**config.mk**
```make
export PLATFORM = sky130hd
export DESIGN_NAME = s1c88_core
export DESIGN_NICKNAME = d
export VERILOG_FILES = /design/src/s1c88_pkg.sv /design/src/s1c88_bus_if.sv /design/src/s1c88_dispatch_if.sv /design/src/s1c88_fetch.sv /design/src/s1c88_microcode.sv /design/src/s1c88_datapath.sv /design/src/s1c88_bus_unit.sv /design/src/s1c88_core.sv
export SDC_FILE = /design/constraint.sdc
export NUM_CORES = 1
export LEC_CHECK = 0
export BUFFER_PORTS_ARGS = -buffer_cell sky130_fd_sc_hd__buf_2
export CORE_MARGIN = 2
export CORE_UTILIZATION = 40
export DETAILED_ROUTE_END_ITERATION = 10
export GPL_TIMING_DRIVEN = 0
export PLACE_DENSITY_LB_ADDON = 0.15
export SLEW_MARGIN = 15
export SYNTH_ARGS = -nofsm -noshare
export SYNTH_HDL_FRONTEND = slang
export SYNTH_SLANG_ARGS = --single-unit
export TNS_END_PERCENT = 5
```
**constraint.sdc**
```tcl
create_clock -name clk -period 9.2 [get_ports clk]
set_input_delay 0.46 -clock clk [delete_from_list [all_inputs] [get_ports clk]]
set_output_delay 0.46 -clock clk [all_outputs]
set_load 0.02 [all_outputs]
```
**src/s1c88_pkg.sv**
```systemverilog
package s1c88_pkg;

    localparam int ADDR_W = 16;
    localparam int BUS_ADDR_W = 24;
    localparam int DATA_W = 8;
    localparam logic [ADDR_W-1:0] RESET_VECTOR_ADDR = 16'h0000;

    localparam int UROM_DEPTH = 16;
    localparam int UROM_AW = $clog2(UROM_DEPTH);

    // microcode entry points, one routine per supported opcode
    localparam logic [UROM_AW-1:0] UADDR_NOP = 0;
    localparam logic [UROM_AW-1:0] UADDR_LD_A_BR = 1;
    localparam logic [UROM_AW-1:0] UADDR_LD_BR_IMM = 2;
    localparam logic [UROM_AW-1:0] UADDR_LD_MEM_IMM = 3;
    localparam logic [UROM_AW-1:0] UADDR_OR_MEM_IMM = 4;
    localparam logic [UROM_AW-1:0] UADDR_OR_MEM_WB = 5;
    localparam logic [UROM_AW-1:0] UADDR_ADD_A_IMM = 6;
    localparam logic [UROM_AW-1:0] UADDR_AND_A_IMM = 7;
    localparam logic [UROM_AW-1:0] UADDR_LD_MEM_A = 8;
    localparam logic [UROM_AW-1:0] UADDR_LD_A_ABS = 9;

    // encodings follow the external bus status pins
    typedef enum logic [1:0] {
        BUS_IDLE      = 2'd0,
        BUS_MEM_WRITE = 2'd2,
        BUS_MEM_READ  = 2'd3
    } bus_status_e;

    typedef enum logic [2:0] {
        FETCH_VEC_LOW,
        FETCH_VEC_HIGH,
        FETCH_OPCODE,
        FETCH_IMM,
        FETCH_EXECUTE
    } fetch_state_e;

    typedef enum logic [7:0] {
        OP_ADD_A_IMM  = 8'h02,
        OP_AND_A_IMM  = 8'h22,
        OP_LD_A_BR    = 8'h44,
        OP_LD_MEM_A   = 8'h78,
        OP_LD_BR_IMM  = 8'hB4,
        OP_LD_A_ABS   = 8'hB5,
        OP_OR_MEM_IMM = 8'hD9,
        OP_LD_MEM_IMM = 8'hDD
    } opcode_e;

    typedef enum logic [2:0] {ALU_NONE, ALU_AND, ALU_OR, ALU_ADD, ALU_SUB} alu_op_e;

    typedef enum logic [2:0] {
        MOV_NONE, MOV_A, MOV_BR, MOV_IMML, MOV_ALU_R, MOV_ALU_A
    } mov_sel_e;

    typedef enum logic {ADDR_BR_LL, ADDR_HHLL} addr_mode_e;

    typedef enum logic [1:0] {MICRO_MISC, MICRO_BUS_READ, MICRO_BUS_WRITE} micro_type_e;

    typedef struct packed {
        micro_type_e utype;
        addr_mode_e  amode;
        mov_sel_e    dst;
        mov_sel_e    src;
        alu_op_e     alu;
        logic        last;
    } microword_t;

endpackage

```
**src/s1c88_bus_if.sv**
```systemverilog
`timescale 1ns/100ps

// one requester's path into the bus unit
interface s1c88_bus_if
    import s1c88_pkg::*;
();

    logic              req_read;
    logic              req_write;
    logic [ADDR_W-1:0] req_addr;
    logic [DATA_W-1:0] req_wdata;
    // marks an opcode read
    logic              req_sync;

    logic [DATA_W-1:0] rdata;
    logic              rvalid;

    modport requester
    (
        output req_read, req_write, req_addr, req_wdata, req_sync,
        input  rdata, rvalid
    );

    modport unit
    (
        input  req_read, req_write, req_addr, req_wdata, req_sync,
        output rdata, rvalid
    );

endinterface

```
**src/s1c88_dispatch_if.sv**
```systemverilog
`timescale 1ns/100ps

interface s1c88_dispatch_if
    import s1c88_pkg::*;
();

    logic [DATA_W-1:0] opcode;
    // first immediate in the high half, last immediate in the low half
    logic [ADDR_W-1:0] imm;
    logic              start;

    logic [1:0]        imm_count;
    logic              done;

    modport fetch
    (
        output opcode, imm, start,
        input  imm_count, done
    );

    modport sequencer
    (
        input  opcode, start,
        output imm_count, done
    );

endinterface

```
**src/s1c88_fetch.sv**
```systemverilog
`timescale 1ns/100ps

module s1c88_fetch
    import s1c88_pkg::*;
(
    input logic clk,
    input logic reset,
    s1c88_bus_if.requester bus,
    s1c88_dispatch_if.fetch disp
);

    fetch_state_e      state;
    logic [ADDR_W-1:0] pc;
    logic              wait_rdata;
    logic [1:0]        imm_cnt;
    logic [DATA_W-1:0] opcode_q;
    logic [ADDR_W-1:0] imm_q;
    logic              need_imm;
    logic              fetch_read;

    assign need_imm = imm_cnt != disp.imm_count;

    // one read per byte, the next one only after rvalid
    always_comb
    begin
        fetch_read = 1'b0;
        if (!wait_rdata)
        begin
            case (state)
                FETCH_VEC_LOW, FETCH_VEC_HIGH, FETCH_OPCODE:
                    fetch_read = 1'b1;
                FETCH_IMM:
                    fetch_read = need_imm;
                default:
                    fetch_read = 1'b0;
            endcase
        end
    end

    always_comb
    begin
        case (state)
            FETCH_VEC_LOW:
                bus.req_addr = RESET_VECTOR_ADDR;
            FETCH_VEC_HIGH:
                bus.req_addr = RESET_VECTOR_ADDR + ADDR_W'(1);
            default:
                bus.req_addr = pc;
        endcase
    end

    assign bus.req_read = fetch_read;
    assign bus.req_write = 1'b0;
    assign bus.req_wdata = '0;
    assign bus.req_sync = fetch_read && (state == FETCH_OPCODE);

    assign disp.opcode = opcode_q;
    assign disp.imm = imm_q;
    assign disp.start = (state == FETCH_IMM) && !need_imm;

    always_ff @(posedge clk, posedge reset)
    begin
        if (reset)
        begin
            state      <= FETCH_VEC_LOW;
            pc         <= '0;
            wait_rdata <= 1'b0;
            imm_cnt    <= '0;
        end
        else
        begin
            if (fetch_read)
                wait_rdata <= 1'b1;
            else if (bus.rvalid)
                wait_rdata <= 1'b0;

            case (state)
                FETCH_VEC_LOW:
                    if (bus.rvalid)
                    begin
                        pc[DATA_W-1:0] <= bus.rdata;
                        state          <= FETCH_VEC_HIGH;
                    end
                FETCH_VEC_HIGH:
                    if (bus.rvalid)
                    begin
                        pc[ADDR_W-1:DATA_W] <= bus.rdata;
                        state               <= FETCH_OPCODE;
                    end
                FETCH_OPCODE:
                    if (bus.rvalid)
                    begin
                        pc      <= pc + ADDR_W'(1);
                        imm_cnt <= '0;
                        state   <= FETCH_IMM;
                    end
                FETCH_IMM:
                    if (bus.rvalid)
                    begin
                        pc      <= pc + ADDR_W'(1);
                        imm_cnt <= imm_cnt + 2'd1;
                    end
                    else if (!need_imm)
                        state <= FETCH_EXECUTE;
                FETCH_EXECUTE:
                    if (disp.done)
                        state <= FETCH_OPCODE;
                default:
                    state <= FETCH_VEC_LOW;
            endcase
        end
    end

    // the first immediate goes into both halves, so ll always sits high and nn low
    always_ff @(posedge clk)
    begin
        if (state == FETCH_OPCODE && bus.rvalid)
            opcode_q <= bus.rdata;
        if (state == FETCH_IMM && bus.rvalid)
        begin
            if (imm_cnt == 2'd0)
                imm_q <= {bus.rdata, bus.rdata};
            else
                imm_q <= {imm_q[DATA_W-1:0], bus.rdata};
        end
    end

endmodule

```
**src/s1c88_microcode.sv**
```systemverilog
`timescale 1ns/100ps

module s1c88_microcode
    import s1c88_pkg::*;
(
    input logic clk,
    input logic reset,
    s1c88_dispatch_if.sequencer disp,
    output microword_t uword,
    output logic step_active,
    input logic step_done
);

    logic [UROM_AW-1:0] upc;
    logic [UROM_AW-1:0] entry_addr;
    logic               running;
    logic               step_complete;

    // translation table: opcode to routine start and immediate byte count
    always_comb
    begin
        case (opcode_e'(disp.opcode))
            OP_LD_A_BR:    begin entry_addr = UADDR_LD_A_BR;    disp.imm_count = 2'd1; end
            OP_LD_BR_IMM:  begin entry_addr = UADDR_LD_BR_IMM;  disp.imm_count = 2'd1; end
            OP_LD_MEM_IMM: begin entry_addr = UADDR_LD_MEM_IMM; disp.imm_count = 2'd2; end
            OP_OR_MEM_IMM: begin entry_addr = UADDR_OR_MEM_IMM; disp.imm_count = 2'd2; end
            OP_ADD_A_IMM:  begin entry_addr = UADDR_ADD_A_IMM;  disp.imm_count = 2'd1; end
            OP_AND_A_IMM:  begin entry_addr = UADDR_AND_A_IMM;  disp.imm_count = 2'd1; end
            OP_LD_MEM_A:   begin entry_addr = UADDR_LD_MEM_A;   disp.imm_count = 2'd1; end
            OP_LD_A_ABS:   begin entry_addr = UADDR_LD_A_ABS;   disp.imm_count = 2'd2; end
            // unknown opcodes run a single empty step
            default:       begin entry_addr = UADDR_NOP;        disp.imm_count = 2'd0; end
        endcase
    end

    // microcode ROM
    always_comb
    begin
        case (upc)
            UADDR_LD_A_BR:
                uword = '{MICRO_BUS_READ, ADDR_BR_LL, MOV_A, MOV_NONE, ALU_NONE, 1'b1};
            UADDR_LD_BR_IMM:
                uword = '{MICRO_MISC, ADDR_BR_LL, MOV_BR, MOV_IMML, ALU_NONE, 1'b1};
            UADDR_LD_MEM_IMM:
                uword = '{MICRO_BUS_WRITE, ADDR_BR_LL, MOV_NONE, MOV_IMML, ALU_NONE, 1'b1};
            // read-modify-write, the read stages the byte in ALU operand A
            UADDR_OR_MEM_IMM:
                uword = '{MICRO_BUS_READ, ADDR_BR_LL, MOV_ALU_A, MOV_NONE, ALU_NONE, 1'b0};
            UADDR_OR_MEM_WB:
                uword = '{MICRO_BUS_WRITE, ADDR_BR_LL, MOV_NONE, MOV_ALU_R, ALU_OR, 1'b1};
            UADDR_ADD_A_IMM:
                uword = '{MICRO_MISC, ADDR_BR_LL, MOV_A, MOV_ALU_R, ALU_ADD, 1'b1};
            UADDR_AND_A_IMM:
                uword = '{MICRO_MISC, ADDR_BR_LL, MOV_A, MOV_ALU_R, ALU_AND, 1'b1};
            UADDR_LD_MEM_A:
                uword = '{MICRO_BUS_WRITE, ADDR_BR_LL, MOV_NONE, MOV_A, ALU_NONE, 1'b1};
            UADDR_LD_A_ABS:
                uword = '{MICRO_BUS_READ, ADDR_HHLL, MOV_A, MOV_NONE, ALU_NONE, 1'b1};
            default:
                uword = '{MICRO_MISC, ADDR_BR_LL, MOV_NONE, MOV_NONE, ALU_NONE, 1'b1};
        endcase
    end

    assign step_active = running;
    assign step_complete = running && step_done;
    assign disp.done = step_complete && uword.last;

    always_ff @(posedge clk, posedge reset)
    begin
        if (reset)
        begin
            running <= 1'b0;
            upc     <= UADDR_NOP;
        end
        else if (disp.start)
        begin
            running <= 1'b1;
            upc     <= entry_addr;
        end
        else if (step_complete)
        begin
            if (uword.last)
                running <= 1'b0;
            else
                upc <= upc + UROM_AW'(1);
        end
    end

endmodule

```
**src/s1c88_datapath.sv**
```systemverilog
`timescale 1ns/100ps

module s1c88_datapath
    import s1c88_pkg::*;
(
    input logic clk,
    input logic reset,
    input microword_t uword,
    input logic step_active,
    input logic [ADDR_W-1:0] imm,
    output logic step_done,
    s1c88_bus_if.requester bus
);

    logic [DATA_W-1:0] a_reg;
    logic [DATA_W-1:0] br;
    logic [DATA_W-1:0] alu_a;
    logic [DATA_W-1:0] alu_x;
    logic [DATA_W-1:0] alu_r;
    logic [DATA_W-1:0] src_val;
    logic [DATA_W-1:0] load_val;
    logic              load_en;
    logic              req_sent;
    logic              is_misc;
    logic              is_read;
    logic              is_write;

    assign is_misc = step_active && (uword.utype == MICRO_MISC);
    assign is_read = step_active && (uword.utype == MICRO_BUS_READ);
    assign is_write = step_active && (uword.utype == MICRO_BUS_WRITE);

    // an ALU step into A works on A itself, otherwise on the staged operand
    assign alu_x = (uword.dst == MOV_A) ? a_reg : alu_a;

    always_comb
    begin
        case (uword.alu)
            ALU_AND: alu_r = alu_x & imm[DATA_W-1:0];
            ALU_OR:  alu_r = alu_x | imm[DATA_W-1:0];
            ALU_ADD: alu_r = alu_x + imm[DATA_W-1:0];
            ALU_SUB: alu_r = alu_x - imm[DATA_W-1:0];
            default: alu_r = alu_x;
        endcase
    end

    always_comb
    begin
        case (uword.src)
            MOV_A:     src_val = a_reg;
            MOV_BR:    src_val = br;
            MOV_IMML:  src_val = imm[DATA_W-1:0];
            MOV_ALU_R: src_val = alu_r;
            MOV_ALU_A: src_val = alu_a;
            default:   src_val = '0;
        endcase
    end

    // ll is the high half of imm, hh the low half
    assign bus.req_addr = (uword.amode == ADDR_BR_LL) ?
        {br, imm[ADDR_W-1:DATA_W]} : {imm[DATA_W-1:0], imm[ADDR_W-1:DATA_W]};
    assign bus.req_read = is_read && !req_sent;
    assign bus.req_write = is_write && !req_sent;
    assign bus.req_wdata = src_val;
    assign bus.req_sync = 1'b0;

    // a bus step ends one clock after its request
    assign step_done = is_misc || (is_write && req_sent) || (is_read && req_sent && bus.rvalid);

    assign load_en = is_misc || (is_read && req_sent && bus.rvalid);
    assign load_val = is_misc ? src_val : bus.rdata;

    always_ff @(posedge clk, posedge reset)
    begin
        if (reset)
        begin
            req_sent <= 1'b0;
            a_reg    <= '0;
            br       <= '0;
        end
        else
        begin
            if (bus.req_read || bus.req_write)
                req_sent <= 1'b1;
            else if (step_done)
                req_sent <= 1'b0;

            if (load_en && uword.dst == MOV_A)
                a_reg <= load_val;
            if (load_en && uword.dst == MOV_BR)
                br <= load_val;
        end
    end

    always_ff @(posedge clk)
    begin
        if (load_en && uword.dst == MOV_ALU_A)
            alu_a <= load_val;
    end

endmodule

```
**src/s1c88_bus_unit.sv**
```systemverilog
`timescale 1ns/100ps

module s1c88_bus_unit
    import s1c88_pkg::*;
(
    input logic clk,
    input logic reset,
    s1c88_bus_if.unit fetch_bus,
    s1c88_bus_if.unit exec_bus,
    input logic [DATA_W-1:0] data_in,
    output logic [DATA_W-1:0] data_out,
    output logic [BUS_ADDR_W-1:0] address_out,
    output bus_status_e bus_status,
    output logic read,
    output logic write,
    output logic sync
);

    logic fetch_req;
    logic exec_req;
    logic exec_owns;

    assign fetch_req = fetch_bus.req_read || fetch_bus.req_write;
    assign exec_req = exec_bus.req_read || exec_bus.req_write;

    always_ff @(posedge clk, posedge reset)
    begin
        if (reset)
        begin
            read        <= 1'b0;
            write       <= 1'b0;
            sync        <= 1'b0;
            bus_status  <= BUS_IDLE;
            address_out <= '0;
            data_out    <= '0;
            exec_owns   <= 1'b0;
        end
        else if (exec_req)
        begin
            read        <= exec_bus.req_read;
            write       <= exec_bus.req_write;
            sync        <= exec_bus.req_sync;
            bus_status  <= exec_bus.req_write ? BUS_MEM_WRITE : BUS_MEM_READ;
            address_out <= {{(BUS_ADDR_W-ADDR_W){1'b0}}, exec_bus.req_addr};
            exec_owns   <= 1'b1;
            if (exec_bus.req_write)
                data_out <= exec_bus.req_wdata;
        end
        else if (fetch_req)
        begin
            read        <= fetch_bus.req_read;
            write       <= fetch_bus.req_write;
            sync        <= fetch_bus.req_sync;
            bus_status  <= fetch_bus.req_write ? BUS_MEM_WRITE : BUS_MEM_READ;
            address_out <= {{(BUS_ADDR_W-ADDR_W){1'b0}}, fetch_bus.req_addr};
            exec_owns   <= 1'b0;
            if (fetch_bus.req_write)
                data_out <= fetch_bus.req_wdata;
        end
        else
        begin
            // address and data hold between cycles
            read       <= 1'b0;
            write      <= 1'b0;
            sync       <= 1'b0;
            bus_status <= BUS_IDLE;
        end
    end

    // read data goes back only to whoever asked for it
    assign fetch_bus.rvalid = read && !exec_owns;
    assign exec_bus.rvalid = read && exec_owns;
    assign fetch_bus.rdata = exec_owns ? '0 : data_in;
    assign exec_bus.rdata = exec_owns ? data_in : '0;

endmodule

```
**src/s1c88_core.sv**
```systemverilog
`timescale 1ns/100ps

module s1c88_core
    import s1c88_pkg::*;
(
    input logic clk,
    input logic reset,
    input logic [DATA_W-1:0] data_in,
    output logic [DATA_W-1:0] data_out,
    output logic [BUS_ADDR_W-1:0] address_out,
    output bus_status_e bus_status,
    output logic read,
    output logic write,
    output logic sync
);

    microword_t uword;
    logic       step_active;
    logic       step_done;

    s1c88_bus_if fetch_bus ();
    s1c88_bus_if exec_bus ();
    s1c88_dispatch_if disp ();

    s1c88_fetch u_fetch
    (
        .clk(clk),
        .reset(reset),
        .bus(fetch_bus.requester),
        .disp(disp.fetch)
    );

    s1c88_microcode u_microcode
    (
        .clk(clk),
        .reset(reset),
        .disp(disp.sequencer),
        .uword(uword),
        .step_active(step_active),
        .step_done(step_done)
    );

    // immediates reach the datapath straight from fetch
    s1c88_datapath u_datapath
    (
        .clk(clk),
        .reset(reset),
        .uword(uword),
        .step_active(step_active),
        .imm(disp.imm),
        .step_done(step_done),
        .bus(exec_bus.requester)
    );

    s1c88_bus_unit u_bus_unit
    (
        .clk(clk),
        .reset(reset),
        .fetch_bus(fetch_bus.unit),
        .exec_bus(exec_bus.unit),
        .data_in(data_in),
        .data_out(data_out),
        .address_out(address_out),
        .bus_status(bus_status),
        .read(read),
        .write(write),
        .sync(sync)
    );

endmodule

```
# ---- Word-level counts from Yosys, hierarchy flattened
# Memory sizes are Yosys's and may differ from the RTL's.
# Index checks and enable logic that the tools add are counted.
dict set report totals {
  mem_bits_rw 0
  mem_bits_ro 192
  register_bits 114
  latchBits 0
  inputBits 10
  out_inout_bits 37
  mem_count 1
}
# name depth width rd rd_ports_with_merged_regs write_ports line_no
set mem_list {}
lappend mem_list {{(name not given)} 16 12 1 0 0 s1c88_microcode.sv:39} ;# case (upc)
dict set report classes {
  multipliers 0
  add_sub_neg 5
  reduce_logical 48
  order_cmp 0
  div_mod_pow 0
  bitwise_logic 2
  n_mux 49
  eq_ne 36
  shifts 0
}
# operator n
set ops {}
lappend ops {{$mux W16} 3}
lappend ops {{$mux W24} 2}
lappend ops {{$mux W8} 5}
lappend ops {{$pmux W8 S5} 1}
lappend ops {{$eq A8 B8 Y1 const B} 4}
lappend ops {{$pmux W16 S2} 1}
lappend ops {{$pmux W4 S8} 1}
lappend ops {{$pmux W8 S2} 2}
lappend ops {{$pmux W8 S4} 1}
lappend ops {{$eq A3 B2 Y1 const B} 7}
lappend ops {{$logic_and A1 B1 Y1} 19}
lappend ops {{$mux W3} 6}
lappend ops {{$add A16 B1 Y16 const B} 1}
lappend ops {{$eq A8 B7 Y1 const B} 2}
lappend ops {{$mux W1} 16}
lappend ops {{$reduce_bool A2 Y1} 8}
lappend ops {{$eq A3 B3 Y1 const B} 5}
lappend ops {{$pmux W3 S5} 1}
lappend ops {{$eq A3 B1 Y1 const B} 4}
lappend ops {{$mux W4} 3}
lappend ops {{$ne A2 B1 Y1 const B} 5}
lappend ops {{$reduce_and A3 Y1} 3}
lappend ops {{$add A8 B8 Y8} 1}
lappend ops {{$and A8 B8 Y8} 1}
lappend ops {{22 further kinds} 38}

# ---- Longest topological paths before layout
# An unclocked memory read counts as a cell.
dict set report logic_depth {
  word_depth 10
  mapped_depth 17
  ltp_nobuf 16
}

# ---- Cells and area by module
# A second synthesis with hierarchy kept.
dict set report hier_totals {
  cells_unflattened 760
  hier_area_um2 7372.1
}
# module cells_each seq_area_each_um2 instances area_per_inst_um2
set by_module_without_submodules {}
lappend by_module_without_submodules {s1c88_datapath 301 665.6 1 2702.6}
lappend by_module_without_submodules {s1c88_fetch 226 1271.2 1 2428.6}
lappend by_module_without_submodules {s1c88_bus_unit 152 750.7 1 1592.8}
lappend by_module_without_submodules {s1c88_microcode 81 125.1 1 648.1}

# ---- Worst setup path before layout
# No wires, ideal clock.
dict set report synth_timing {
  path_kind {reg2reg}
  from {register u_microcode.upc[1]}
  to {register u_bus_unit.data_out[7]}
  setup_time_ns 0.137
  arrival_time_ns 3.343
  setup_slack_ns 5.720
  period_less_slack_ns 3.480
  stages_incl_launch_ff 16
  cell_sequence {dfrtp_1 > inv_1 > ha_1 > or4b_1 > o311a_1 > buf_4 > mux2i_1 > inv_1 > ha_1 > a21oi_1 > a32oi_1 > a21oi_1 > mux2_2 > or2_2 > a31oi_1 > a21oi_1}
}
dict set report synth_via {
  elab_chain_cells 6
  elab_cells_between_ends 26
  classes_between {add/sub: 2; eq/ne: 12; mux: 3; bitwise: 2; reduce/logical: 6; memory: 1}
}
# item line_no
set synth_rtl {}
lappend synth_rtl {{start, declared} s1c88_microcode.sv:14} ;# logic [UROM_AW-1:0] upc;
lappend synth_rtl {{start signal, assigned} s1c88_microcode.sv:78} ;# upc <= entry_addr;
lappend synth_rtl {{start signal, assigned} s1c88_microcode.sv:85} ;# upc <= upc + UROM_AW'(1);
lappend synth_rtl {{$mem_v2 Z16 W12 (*)} --}
lappend synth_rtl {{$eq A3 B1 Y1, or another cell as far along} s1c88_datapath.sv:33} ;# assign alu_x = (uword.dst == MOV_A) ? a_reg : alu_a;
lappend synth_rtl {{$mux W8, or another cell as far along} s1c88_datapath.sv:33}
lappend synth_rtl {{$sub A8 B8 Y8, or another cell as far along} s1c88_datapath.sv:41} ;# ALU_SUB: alu_r = alu_x - imm[DATA_W-1:0];
lappend synth_rtl {{$pmux W8 S4 or $logic_or A1 B1 Y1 (tied branches)} {s1c88_datapath.sv:37, s1c88_bus_unit.sv:24}}
lappend synth_rtl {{$pmux W8 S5 or $reduce_and A2 Y1 (tied branches)} --}
lappend synth_rtl {{end signal, assigned} s1c88_bus_unit.sv:47} ;# data_out <= exec_bus.req_wdata;
lappend synth_rtl {{end signal, assigned} s1c88_bus_unit.sv:58} ;# data_out <= fetch_bus.req_wdata;
lappend synth_rtl {{end, declared} s1c88_bus_unit.sv:11} ;# output logic [DATA_W-1:0] data_out,
# Every way passes the cells marked *; elsewhere a longest branch is shown, timed or not.
# A chain may end at the register's enable or synchronous reset.

# ---- Worst setup path in the final report
dict set report layout_timing {
  from {register u_microcode.upc[1]}
  to {register u_datapath.a_reg[5]}
}
dict set report layout_via {
  elab_chain_cells 7
  elab_cells_between_ends 27
  classes_between {add/sub: 2; eq/ne: 11; mux: 4; bitwise: 2; reduce/logical: 7; memory: 1}
}
# item line_no
set layout_rtl {}
lappend layout_rtl {{$mem_v2 Z16 W12 (*)} --}
lappend layout_rtl {{$eq A3 B1 Y1} s1c88_datapath.sv:33}
lappend layout_rtl {{$mux W8} s1c88_datapath.sv:33}
lappend layout_rtl {{$sub A8 B8 Y8, or another cell as far along} s1c88_datapath.sv:41}
lappend layout_rtl {{$pmux W8 S4} s1c88_datapath.sv:37} ;# case (uword.alu)
lappend layout_rtl {{$pmux W8 S5} s1c88_datapath.sv:48} ;# case (uword.src)
lappend layout_rtl {{$mux W8 (*)} s1c88_datapath.sv:70} ;# assign load_val = is_misc ? src_val : bus.rdata;
lappend layout_rtl {{net u_datapath.load_val[5]} s1c88_datapath.sv:21} ;# logic [DATA_W-1:0] load_val;
lappend layout_rtl {{end signal, assigned} s1c88_datapath.sv:88} ;# a_reg <= load_val;
lappend layout_rtl {{end, declared} s1c88_datapath.sv:15} ;# logic [DATA_W-1:0] a_reg;
# The timed path passes the listed nets; every way through them passes the cells marked *.

==> impl_metrics.yaml <==
status:
  status: "finished, final reports clean"
synth:
  synth_edf_count: 32
  synth_top_family_by_area: "compound AO/OA/AOI/OAI gates"
  synth-main-ff-cell: "dfrtp_1"
  synthXorXnorAreaFrac: 0.01015
  synth-seq-cells: 106
  synth_area_mm2: 0.006040
  synthAdderAreaFrac: 0.05304
  syn_avg_cell_area_um2: 9.571
  yosysSeqAreaShare: 0.4657
  synthMuxAreaShare: 0.06091
  async_flop_share: 0.6981
  synth_compound_area_frac: 0.1862
  synth_cell_types: 60
  postSynthCellCount: 631
  synthSimpleGateAreaFrac: 0.1682
  yosys_warnings: 0
critical_path:
  critPathKind: "flop to flop"
  arrival_ns: 4.51
  reg2reg_slack_ns: 4.98
  critPathMaxFanout: 10
  cp-start-kind: "flop"
  cp-end-kind: "flop"
  cp_data_required_time_ns: 9.49
die:
  rows: 44
  initial_utilization: 0.4124
  io-pin-count: 47
  die_y_um: 126.9
  dieWidth_um: 126.9
  coreArea_mm2: 0.01464
  die-area_mm2: 0.01610
sta:
  setup-tns-final_ns: 0
  fin_skew_ns: 0.007958
  layout_setup_ws_ns: 4.981
  tightest_slew_ns: 0.9801
  fin_crit_sh: 0.4586
  setup_violations: 0
  hold_slack_ns: 0.1033
  min_period_ns: 4.219
  hold_viol_final: 0
  maxSlewHeadroom: 0.3416
  rsz0062_at_grt: "false"
  max_freq_mhz: 237.0
  drv_slew: 0
detailed_routing:
  num_vias: 4998
  drt-total-wl_um: 16780
  viasPerCell: 5.699
  ant_nets: 0
  drt_iter0_drc: 562
  drc_errors: 0
  dr.pass1.iters: 5
  wl_per_cell_um: 19.13
cts:
  cts_resized: 0
  hold_buffers: 0
  cts_tree: "yes"
  cts_buffer_depth: 2
  post_cts_buffers: 0
  cts-root-buf: "clkbuf_16"
  clkTransAtPathRegs_ns: 0.07
  h-tree-depth: 3
  cts_sinks: 106
  clock_insertion_delay_worst_skew_ns: 0.35
  cts_buffers: 9
grt:
  grt_start_max_net_pins: 45
  grt_pass1_vias: 4757
  grt_pass1_wl_um: 26570
  grt_usage: 0.2157
  grt_antenna_before_repair: 0
  grt_overflow: 0
finish:
  register_area_mm2: 0.002813
  n_antenna_cell: 0
  multi_input_area_mm2: 0.002920
  layout.nets: 723
  layout_common_cells: "74 x dfrtp_1, 68 x a21oi_1, 60 x nor2_1"
  final_common_cell: "dfrtp_1"
  fillerInstances: 1379
  areaGrowthSynthToFinish_pct: 13.16
  drive_gt1_frac: 0.1443
place:
  preCtsSetupSlack_ns: 5.035
  port_buffers: 38
  hpwl_um: 12580
  gp_congestion: 0.9247
power_and_ir_drop:
  power_per_cell_area_mw_per_mm2: 265.1
  leakagePower_nw: 3.037
  ir_drop_mv: 0.1437
  total_power_mw: 1.812
job:
  drv_cap: 0
worst_hold_path:
  hp-class: "input pin to async pin"
path summary, 6_finish.rpt:
check	from	to	depth (start not counted)
max	u_microcode.upc[1]$_DFFE_PP0P_	u_datapath.a_reg[5]$_DFFE_PP0P_	15
min reg2reg	u_fetch.wait_rdata$_DFFE_PP0P_	u_fetch.wait_rdata$_DFFE_PP0P_	2
max in group asynchronous	reset	u_microcode.upc[2]$_DFFE_PP0P_	3
max reg2reg	u_microcode.upc[1]$_DFFE_PP0P_	u_datapath.a_reg[5]$_DFFE_PP0P_	15
min	reset	u_bus_unit.address_out[15]$_DFFE_PP0P_	2
min in group clk	u_fetch.wait_rdata$_DFFE_PP0P_	u_fetch.wait_rdata$_DFFE_PP0P_	2
per-stage QoR:
stage                     cells  utilization  instance area, µm²
after global routing        877       0.4667                6834
final                       877       0.4667                6834
after detailed placement    861       0.4450                6516
after CTS                   877       0.4667                6834
after floorplan             638            -                6066
after global placement      860       0.4429                6486
per-layer routing:
metal | GRT usage | vias to the layer above | part of all wire | wire length [µm]
met5 | 0 | - | 0 | 0
met2 | 0.3242 | 191 | 0.45 | 7478
met1 | 0.3140 | 2401 | 0.47 | 7936
li1 | - | 2370 | - | -
met3 | 0.03458 | 36 | 0.055 | 929
met4 | 0.08339 | 0 | 0.026 | 436
worst max-delay path, stage by stage, from the launching register on:
cell	delay, ns
dfrtp_1	0.48
inv_1	0.19
ha_1	0.22
clkbuf_1	0.46
o311a_1	0.25
buf_4	0.22
mux2i_1	0.41
inv_1	0.10
ha_1	0.21
a21oi_1	0.19
a32oi_1	0.17
xnor2_1	0.16
o21ai_0	0.21
a31oi_1	0.16
o21ai_0	0.48
mux2_2	0.25
final cells by class:
cell class,count,share of cell area
buffer,40,0.03003
clock buffer,9,0.03295
clock inverter,7,0.01355
inverter,34,0.01904
multi-input combinational,458,0.4273
sequential,106,0.4116
tap,184,0.03369
timing repair buffer,39,0.03186
cells in the mapped netlist (5+ instances only):
cell	instances	area, µm²
and3_1	5	31.28
buf_4	10	75.07
nand2_1	56	210.2
dfrtp_1	74	1852
o22ai_1	8	50.05
nor2_1	60	225.2
and2_1	9	56.30
nor3b_1	5	37.54
inv_1	34	127.6
ha_1	24	300.3
mux2i_1	15	150.1
mux2_2	18	202.7
clkbuf_1	23	86.33
xnor2_1	6	52.55
edfxtp_1	32	960.9
a21oi_1	68	340.3
a32oi_1	9	78.83
nor2b_1	14	87.58
o21ai_0	43	215.2
a221o_1	15	150.1
or2_2	6	37.54
nand3_1	17	85.08
a31oi_1	10	62.56
a22oi_1	5	37.54
cell families after synthesis:
| logic type | after synthesis |
|---|---|
| AND/OR/NAND/NOR | 204 |
| AO/OA/AOI/OAI | 180 |
| flip-flops | 106 |
| buffers and inverters | 74 |
| multiplexers | 34 |
| adder cells (fa/ha/maj) | 25 |
| XOR/XNOR | 7 |
| other | 1 |
power by group:
| part | leakage [nW] | total [mW] | internal [mW] | switching, mW |
|---|---|---|---|---|
| sequential | 1.25 | 0.702 | 0.610 | 0.0917 |
| combinational | 1.63 | 0.697 | 0.247 | 0.449 |
| clock | 0.155 | 0.413 | 0.239 | 0.175 |
(Power assumes the default switching activity.)
